**src/id_order_tracker.sv**
```systemverilog
//--------------------------------------------------------------------------
// Per-ID read ordering tracker.
// Counts outstanding reads per ID and remembers which subordinate owns
// them, so a new read is only granted where its responses stay in order.
//--------------------------------------------------------------------------
`timescale 1ns/1ps
`default_nettype none

module id_order_tracker #(
  parameter int num_subs = 2,
  parameter int id_width = 2,
  parameter int max_outstanding = 3,
  localparam int sub_width = (num_subs > 1) ? $clog2(num_subs) : 1
) (
  input  logic clk,
  input  logic rst_n,
  input  logic [id_width-1:0] id,
  input  logic [sub_width-1:0] sub_select,
  output logic grant,
  input  logic alloc,
  input  logic burst_done,
  input  logic [id_width-1:0] done_id
);

  localparam int num_ids = 1 << id_width;
  localparam int cnt_width = $clog2(max_outstanding + 1);

  logic [cnt_width-1:0] count [num_ids];
  logic [cnt_width-1:0] count_next [num_ids];
  logic [sub_width-1:0] owner [num_ids];

  // A free ID may go anywhere.
  // A busy ID may only stack more reads on its owner, up to the cap.
  always_comb begin
    grant = 1'b0;
    if (count[id] == '0) begin
      grant = 1'b1;
    end else if (owner[id] == sub_select &&
                 count[id] < cnt_width'(max_outstanding)) begin
      grant = 1'b1;
    end
  end

  // Allocation and completion can hit the same ID in one cycle.
  always_comb begin
    for (int i = 0; i < num_ids; i++) begin
      count_next[i] = count[i];
      if (alloc && id == id_width'(i)) begin
        count_next[i] = count_next[i] + 1'b1;
      end
      if (burst_done && done_id == id_width'(i)) begin
        count_next[i] = count_next[i] - 1'b1;
      end
    end
  end

  always_ff @(posedge clk) begin
    if (!rst_n) begin
      for (int i = 0; i < num_ids; i++) begin
        count[i] <= '0;
      end
    end else begin
      for (int i = 0; i < num_ids; i++) begin
        count[i] <= count_next[i];
      end
    end
  end

  // Owner is only looked at while the count is nonzero.
  always_ff @(posedge clk) begin
    if (alloc) begin
      owner[id] <= sub_select;
    end
  end

endmodule

`default_nettype wire

```
**config.mk**
```make
export PLATFORM = sky130hd
export DESIGN_NAME = id_order_tracker
export DESIGN_NICKNAME = d
export VERILOG_FILES = /design/src/id_order_tracker.sv
export SDC_FILE = /design/constraint.sdc
export NUM_CORES = 1
export LEC_CHECK = 0
export ABC_AREA = 1
export CAP_MARGIN = 20
export CORE_MARGIN = 2
export CORE_UTILIZATION = 27
export DETAILED_ROUTE_END_ITERATION = 12
export DONT_BUFFER_PORTS = 1
export HOLD_SLACK_MARGIN = 0.06
export PLACE_DENSITY_LB_ADDON = 0.12
export SYNTH_ARGS = -nofsm -noshare
export SYNTH_HDL_FRONTEND = slang
export SYNTH_SLANG_ARGS = --single-unit
```
**constraint.sdc**
```tcl
create_clock -name clk -period 1.65 [get_ports clk]
set_input_delay 0.33 -clock clk [delete_from_list [all_inputs] [get_ports clk]]
set_output_delay 0.33 -clock clk [all_outputs]
set_load 0.02 [all_outputs]
```
# Word-level counts from Yosys, hierarchy flattened

Memories as Yosys holds them, arrays and structs flattened.
Index checks and enable logic that the tools add are counted.

Add/sub/neg operators: 8
Order comparisons: 1
Equal/unequal tests: 7
Mux-type cells: 18
Bitwise gates (word level): 4
Reduce and logical (&&, ||, !) cells: 12

Operators by type and width:

| operator            | number |
|---|---|
| $mux 2              | 12 |
| $logic_and 1x1->1   | 9 |
| $add 2x1->2 const B | 4 |
| $eq 2x2->1 const B  | 4 |
| $sub 2x1->2 const B | 4 |
| $logic_not 2->1     | 3 |
| $mux 1              | 6 |
| $eq 2x1->1 const B  | 2 |
| $or 1x1->1          | 4 |
| $lt 2x2->1 const B  | 1 |
| $eq 1x1->1          | 1 |

Bits in registers: 0
Memory bits (writable): 12
Logic and storage cells: 52
Memories kept: 2

Memories:

| memory | words | bits a word | read ports | clocked after memory_dff | write ports | RTL line | RTL |
|---|---|---|---|---|---|---|---|
| count  | 4     | 2           | 5          | 0                        | 4           | 28       | `logic [cnt_width-1:0] count [num_ids];` |
| owner  | 4     | 1           | 1          | 0                        | 1           | 30       | `logic [sub_width-1:0] owner [num_ids];` |

# Longest topological paths before layout

Gate-level depths: netlist of the first run.

Depth after elaboration: 6
Depth in mapped cells: 10
Gate-level depth less buffers: 9

# Worst setup path after synthesis of the first run

Ideal clock, no wire load.

Path kind: input to output
Start: input port id[1]
End: output port grant
Arrival time: 1.030 ns
Data required time: 1.320 ns
Path slack: 0.290 ns
Stages on the path: 7
Cell sequence: buf_6 inv_6 nor2_2 nand2_2 nand4_2 or2_0 nand2_1

Word-level cells in the longest chain between the ends: 5

Ends and longest elaborated chain:

| element                                    | RTL line | RTL |
|---|---|---|
| start: declaration                         | 17       | `input logic [id_width-1:0] id,` |
| $mem_v2 4x2 or $mem_v2 4x1 (tied branches) | -        |  |
| $lt 2x2->1 or $eq 1x1->1 (tied branches)   | 39, 38   |  |
| $logic_and 1x1->1                          | 38       | `end else if (owner[id] == sub_select &&` |
| $mux 1                                     | 38       |  |
| $mux 1 (*)                                 | 36       | `if (count[id] == '0) begin` |
| end: declaration                           | 19       | `output logic grant,` |

Every way passes the cells marked *; elsewhere a longest branch is shown, timed or not.

==> impl_metrics.ini, run 1 <==
[critical_path]
crit_fanout = 4
cp_data_required_time_ns = 1.32
cp-start-kind = flop
worst_r2r_endpoint = count[2][1]
endpoint_kind = primary output
worstSetupStartpoint = count[3][1]
reg2reg_slack_ns = 0.66
r2r_start = count[2][0]
worstSetupPathType = flop to primary output
crit_path_end = grant
rr_worst_depth = 5
critPathArrivalTime_ns = 1.21

[timing]
fmax_ghz = 0.648
slew_violations = 0
worst_slew_pin_slew_ns = 0.193
period_share_pct = 93.5
fin_crit_ns = 1.54
report.final.setup_viol = 0
rsz0062_at_grt = no
setup_tns_ns = 0
skew_ns = 0.00229
slew_headroom_pct = 87.1
hold_viol = 0
hold_slack_ns = 0.149

[floorplan]
rows = 20
die_y_um = 60.6
die_w_um = 60.6
die-area_mm2 = 0.00368
ioPinCount = 10
core_mm2 = 0.00305
start_util_pct = 28.4

[power]
seqPwrFrac_pct = 52.0
switchingPower_uw = 191
powerDensity_mw_per_mm2 = 715
clkPwrFrac_pct = 30.1
irDropWorstVdd_uv = 301
p_comb_share_pct = 17.9
p_leak_nw = 0.430
p_int_uw = 463
switching_share_pct = 29.2

[place]
place_congestion = 0.683
io_buffers = 0
hpwl_um = 1480
placed_area_um2 = 885

[cts]
post_cts_resized = 0
ctsHoldBuffers = 0
cts_tree = yes
max-clock-path-buffers = 2
path_clk_slew_ns = 0.08
htreeDepth = 1
cts_sinks = 12
cts-root-buf = clkbuf_4
cts_buffers = 3
post_cts_buffers = 0
clock_latency_ns = 0.27

[layout]
final_cell_mix = 56 x nand2_1, 17 x inv_1, 12 x nor2_1
fin_nets = 145
num-fill-cells = 372
num_antenna_cells = 0
ff_latch_area_um2 = 280
fin_area_um2 = 913
multi_input_area_um2 = 479
drive_gt1_share_pct = 11.9
final_common_cell = nand2_1
syn_to_final_growth_pct = 5.49
post-route-util_pct = 29.9

[job]
cap_viol_max_count = 0

[yosys]
synth_area_um2 = 866
avgSynthCellArea_um2 = 6.46
synth_area_leaders = nand2_1 25%, dfxtp_1 18%, edfxtp_1 14%, inv_1 7.4%, nor2_1 5.2%
synth_top_area_share_pct = 24.7
synth-seq-area-share_pct = 32.4
yosysTopAreaCell = nand2_1
synthDistinctLibCells = 20
postSynthNetCount = 143
synthCells = 134
synth_seq_cells = 12
yosysWarnings = 0

[global_route]
gr-usage-all-layers_pct = 12.0
grt_first_pass_wirelength_um = 3200
grt_pass1_vias = 730
antenna_found_initial = 0
grt_max_degree = 16
grt_overflow_total = 0

[routing]
drc = 0
dr.pass1.iters = 4
viasPerCell = 4.27
avgRoutedWirePerCell_um = 10.3
postRouteAntennaNets = 0
vias = 765
drt_iter0_markers = 12
finalWirelength_um = 1840

[min_path]
hold_path_class = primary input to flop

[run_status]
outcome = complete, no violations
[worst min-delay path by stage]
| stage | from | end | slack (ns) | depth (start not counted) |
|---|---|---|---|---|
| 6_report | sub_select | owner[3] | 0.15 | 0 |
| 5_1_grt | sub_select | owner[2] | 0.12 | 0 |
| 4_1_cts | sub_select | owner[3] | 0.14 | 0 |
| 3_5_place_dp | sub_select | owner[1] | 0.43 | 0 |
| 3_3_place_gp | sub_select | owner[1] | 0.43 | 0 |
| 2_1_floorplan | sub_select | owner[0] | 0.43 | 0 |
[power by group through the flow]
stage	logic, mW	clock network (mW)	registers, mW
4_1_cts	0.118	0.204	0.340
6_report	0.117	0.197	0.340
2_1_floorplan	0.117	0	0.342
3_5_place_dp	0.117	0	0.347
5_1_grt	0.138	0.223	0.342
3_3_place_gp	0.115	0	0.346
[sequential cells by signal, indices dropped and copies added (netlist names)]
name	flops
count	8
owner	4
[cell families after synthesis]
kind of cell	count (synthesis)	synth area share (%)
AND/OR/NAND/NOR	92	49.0
buffers and inverters	21	12.6
flip-flops	12	32.4
AO/OA/AOI/OAI	9	6.07
[metrics by stage]
stage | power [mW] | std cells | worst slack (ns)
6_report | 0.653 | 179 | 0.108
5_1_grt | 0.704 | 179 | 0.00588
4_1_cts | 0.662 | 179 | 0.0498
3_5_place_dp | 0.464 | 175 | 0.361
3_3_place_gp | 0.461 | 175 | 0.357
2_1_floorplan | 0.459 | 134 | 0.290
[final cells by class]
cell class / count / area share [%]
multi-input combinational: 101 / 52.5
sequential: 12 / 30.7
inverter: 18 / 7.95
tap: 44 / 6.03
clock buffer: 4 / 2.88
[metal layers]
| layer | part of all wire (%) | GRT usage, % | vias up |
|---|---|---|---|
| met3 | 4.4 | 3.41 | 2 |
| li1 | - | - | 422 |
| met5 | 0 | 0 | - |
| met1 | 51 | 15.0 | 331 |
| met2 | 44 | 19.0 | 10 |
| met4 | 0.82 | 5.59 | 0 |
[Yosys cell counts, drive strengths merged]
library cell,number
edfxtp,4
inv,18
o21ai,5
a21oi,4
clkbuf,1
nor2,15
nand3b,3
or2,1
dfxtp,8
nand2,59
nand4,5
nand3,9
buf,2
[worst max-delay path, cell delays in order, from the launching register on]
cell and delay (ns):
dfxtp_1 0.34, nand2_1 0.08, o21ai_2 0.05, nand2_1 0.05
nand2_1 0.06, or2_0 0.23, nand2_2 0.12
Power figures use the tool's default switching activity.
==> run 2: changes to the inputs <==
- CORE_MARGIN: 2 -> not set
==> run 2 against run 1 <==
Net effect:
- critical path depth unchanged
- core utilization decreased by 0.082 points
- routed wire length decreased by 3.7%
- combinational power about the same
- maximum frequency increased by 0.57%
- worst setup slack improved by 0.0087 ns
- count of clock-buffer cells in the layout decreased by 1
- highest routed layer unchanged
==> impl_metrics.ini, run 2 (synthesis gave the netlist of run 1 again) <==
[run_status]
outcome = complete, no violations

[routing]
postRouteAntennaNets = 0
vias = 753
topRoutingLayerUsed = met4
wl_met3_um = 108
avgRoutedWirePerCell_um = 9.93
drc = 0
finalWirelength_um = 1770
drt_iter0_markers = 47
route.met2.wl_um = 736
wl_met1_um = 903
viasPerCell = 4.23
dr.pass1.iters = 4

[place]
hpwl_um = 1400
place_congestion = 0.725
io_buffers = 0
pre_cts_ws_ns = 0.330

[floorplan]
die_w_um = 58.6
die-area_mm2 = 0.00344
start_util_pct = 28.4
die_y_um = 58.6
core_mm2 = 0.00305
rows = 20
ioPinCount = 10

[timing]
period_share_pct = 92.9
layout_setup_ws_ns = 0.117
slew_violations = 0
fmax_ghz = 0.652
setup_tns_ns = 0
slew_headroom_pct = 88.3
rsz0062_at_grt = no
fin_crit_ns = 1.53
report.final.setup_viol = 0
hold_slack_ns = 0.154
worst_slew_pin_slew_ns = 0.175
skew_ns = 0.000148
hold_viol = 0

[layout]
num_antenna_cells = 0
reg.largest.list = count: 8 flops, owner: 4 flops
largest_reg_flops = 8
drive_gt1_share_pct = 12.7
num-fill-cells = 349
fin_nets = 145
top_register = count
syn_to_final_growth_pct = 5.20
final_cell_mix = 56 x nand2_1, 17 x inv_1, 12 x nor2_1
final_common_cell = nand2_1

[global_route]
grt_pass1_vias = 711
grt_overflow_total = 0
grt_max_degree = 16
gr-usage-all-layers_pct = 12.2
antenna_found_initial = 0
grt_first_pass_wirelength_um = 3080

[min_path]
min_from = sub_select
whs_endpoint = owner[1]
hold_depth = 0
hold_path_class = primary input to flop

[cts]
cts_buffers = 3
clock_latency_ns = 0.27
ctsHoldBuffers = 0
max-clock-path-buffers = 2
htreeDepth = 1
cts-root-buf = clkbuf_4
cts_sinks = 12
path_clk_slew_ns = 0.07
cts_tree = yes

[critical_path]
worstSetupPathType = flop to primary output
worst_r2r_endpoint = count[2][1]
critPathArrivalTime_ns = 1.20
crit_fanout = 4
cp-start-kind = flop
cp_data_required_time_ns = 1.32
r2r_start = count[2][0]
rr_worst_depth = 6
reg2reg_slack_ns = 0.66
endpoint_kind = primary output

[power]
p_leak_nw = 0.429
powerDensity_mw_per_mm2 = 697
irDropWorstVdd_uv = 200

[job]
cap_viol_max_count = 0
-- run 2: repair_timing --
item                       in CTS  in global routing
hold endpoints to repair        0                  0
setup endpoints to repair       0                  1
setup buffers                   0                  0
resized for setup               0                  2
-- run 2: power by group --
group | switching, mW | internal [mW] | total (mW)
Sequential | 0.0146 | 0.325 | 0.339
Clock | 0.0930 | 0.0843 | 0.177
Combinational | 0.0731 | 0.0448 | 0.118
Total | 0.181 | 0.454 | 0.635
-- run 2: per-layer routing --
layer / vias to the layer above / global-route usage, %
met2: 17 / 18.2
met3: 2 / 3.08
li1: 422 / -
met1: 312 / 15.8
met4: 0 / 7.14
met5: - / 0
-- run 2: critical path, cell delays in order, from the launching register on --
cell and delay (ns):
dfxtp_1 0.34, nand2_1 0.09, o21ai_2 0.05, nand2_1 0.05, nand2_1 0.06, or2_0 0.23, nand2_2 0.12
-- run 2: stage by stage --
stage                     utilization (%)  cells  area (µm²)  total power [mW]
after floorplan                         -    134         866             0.459
after global placement               29.0    175         885             0.460
after detailed placement             29.0    175         885             0.462
after CTS                            29.7    178         907             0.644
after global routing                 29.8    178         911             0.682
final                                29.8    178         911             0.635
-- run 2: worst max-delay path by stage --
stage	from	endpoint	slack (ns)	cells past startpoint
floorplan	id[1]	grant	0.29	7
global placement	count[1][1]	grant	0.36	6
detailed placement	id[0]	grant	0.33	9
CTS	count[1][1]	grant	0.06	6
global route	count[3][1]	grant	0.01	6
finish	count[1][1]	grant	0.12	6
-- run 2: layout make-up --
cell class	count	area [µm²]	share of cell area (%)
tap	44	55.1	6.04
clock buffer	3	22.5	2.47
multi-input combinational	101	479	52.6
sequential	12	282	30.9
inverter	18	72.6	7.97
==> run 3: changes to the inputs <==
- CELL_PAD_IN_SITES_DETAIL_PLACEMENT: not set -> 0
- CELL_PAD_IN_SITES_GLOBAL_PLACEMENT: not set -> 2
- CORE_UTILIZATION: 27 -> 35
==> run 3 against run 2 <==
Net effect:
- hold slack better by 0.0093 ns
- largest power group unchanged
- via count shrank 0.27%
- clock power is 4% lower
- clock skew is essentially flat
- power shrank 1.2%
- combinational power barely moved
- critical endpoint unchanged
- critical path depth did not move
==> impl_metrics.ini, run 3 (synthesis gave the netlist of run 1 again) <==
[routing]
drc = 0
viasPerCell = 4.64
postRouteAntennaNets = 0
finalWirelength_um = 1720
dr.pass1.iters = 4
avgRoutedWirePerCell_um = 10.6
vias = 751
drt_iter0_markers = 16

[global_route]
gr-usage-all-layers_pct = 15.4
grt_max_degree = 16
grt_overflow_total = 0
grt_pass1_vias = 678
antenna_found_initial = 0
grt_first_pass_wirelength_um = 3020

[timing]
skew_ns = 0.000142
layout_setup_ws_ns = 0.106
setup_tns_ns = 0
slew_headroom_pct = 88.7
hold_viol = 0
rsz0062_at_grt = no
report.final.setup_viol = 0
fmax_ghz = 0.648
fin_crit_ns = 1.54
worst_slew_pin_slew_ns = 0.169
period_share_pct = 93.6
slew_violations = 0

[floorplan]
die_y_um = 51.7
core_mm2 = 0.00228
ioPinCount = 10
die_w_um = 51.7
rows = 17
die-area_mm2 = 0.00268
start_util_pct = 38.0

[critical_path]
rr_worst_depth = 5
endpoint_kind = primary output
crit_slowest_cell = dfxtp_1
cpPeakStageDelay_ns = 0.34
cp_common_cell = nand2_1
crit_fanout = 4
critPathArrivalTime_ns = 1.21
path_cells = nand2_1 > o21ai_2 > nand2_1 > nand2_1 > or2_0 > nand2_2
worst_r2r_endpoint = count[2][1]
cp_data_required_time_ns = 1.32
r2r_start = count[2][0]
worstSetupPathType = flop to primary output
reg2reg_slack_ns = 0.63
cp-start-kind = flop

[cts]
max-clock-path-buffers = 2
cts_buffers = 3
path_clk_slew_ns = 0.07
cts_sinks = 12
cts_tree = yes
clock_latency_ns = 0.26
ctsHoldBuffers = 0
cts-root-buf = clkbuf_4
htreeDepth = 1

[min_path]
whs_endpoint = owner[3]
hold_depth = 0
hold_path_class = primary input to flop
min_from = sub_select

[layout]
top_register = count
syn_to_final_growth_pct = 2.75
reg.largest.list = count: 8 flops, owner: 4 flops
largest_reg_flops = 8
drive_gt1_share_pct = 11.9
final_cell_mix = 56 x nand2_1, 17 x inv_1, 12 x nor2_1
num_antenna_cells = 0
final_common_cell = nand2_1
post-route-util_pct = 39.1
fin_nets = 145

[power]
powerDensity_mw_per_mm2 = 705
p_leak_nw = 0.429
irDropWorstVdd_uv = 280

[place]
pre_cts_ws_ns = 0.356
place_congestion = 0.724
io_buffers = 0
hpwl_um = 1400

[job]
cap_viol_max_count = 0

[run_status]
outcome = complete, no violations
## run 3: cell count changes in the layout (fill, tap and decap cells not counted)
cell / previous run / this run
dfxtp_1: 7 / 8
dfxtp_2: 1 / 0
## run 3: area by class of cell
cell class | instances | area, µm²
sequential | 12 | 280
tap | 28 | 35.0
fill | 249 | 1390
multi-input combinational | 101 | 479
inverter | 18 | 72.6
clock buffer | 3 | 22.5
## run 3: worst max-delay path, delay by kind of cell, from the launching register on
family | cells | cell delay [ns]
AO/OA/AOI/OAI | 1 | 0.05
flip-flops | 1 | 0.34
AND/OR/NAND/NOR | 5 | 0.57
## run 3: report_power, final
| group | total, mW | switching (mW) | internal (mW) |
|---|---|---|---|
| combinational | 0.118 | 0.0730 | 0.0451 |
| clock | 0.170 | 0.0855 | 0.0840 |
| sequential | 0.339 | 0.0147 | 0.324 |
| total | 0.627 | 0.173 | 0.454 |
## run 3: how the worst max path moves through the flow
stage	from	end	slack, ns	depth (start not counted)
5_1_grt	count[3][1]	grant	0.01	6
3_5_place_dp	count[3][1]	grant	0.36	6
6_report	count[3][1]	grant	0.11	6
4_1_cts	count[3][1]	grant	0.06	6
3_3_place_gp	id[1]	grant	0.36	6
2_1_floorplan	id[1]	grant	0.29	7
## run 3: what timing repair did
item / CTS / global route
setup endpoints to repair: 0 / 1
hold endpoints to repair: 0 / 0
gates resized for setup: 0 / 1
setup buffers: 0 / 0
## run 3: stage by stage
step                      area [µm²]  hold WS, ns  total power, mW  std cells
after floorplan                  866        0.429            0.459        134
after global placement           865        0.429            0.461        159
after detailed placement         865        0.430            0.463        159
after CTS                        887        0.155            0.635        162
after global routing             890        0.138            0.678        162
final                            890        0.163            0.627        162
## run 3: layer usage
layer	global-route usage, %	wire length, µm	share of wire (%)	vias up
met5	0	0	0	-
met4	5.41	8	0.47	0
met3	3.22	65	3.8	2
met2	22.7	737	43	12
met1	22.0	904	53	311
li1	-	-	-	426
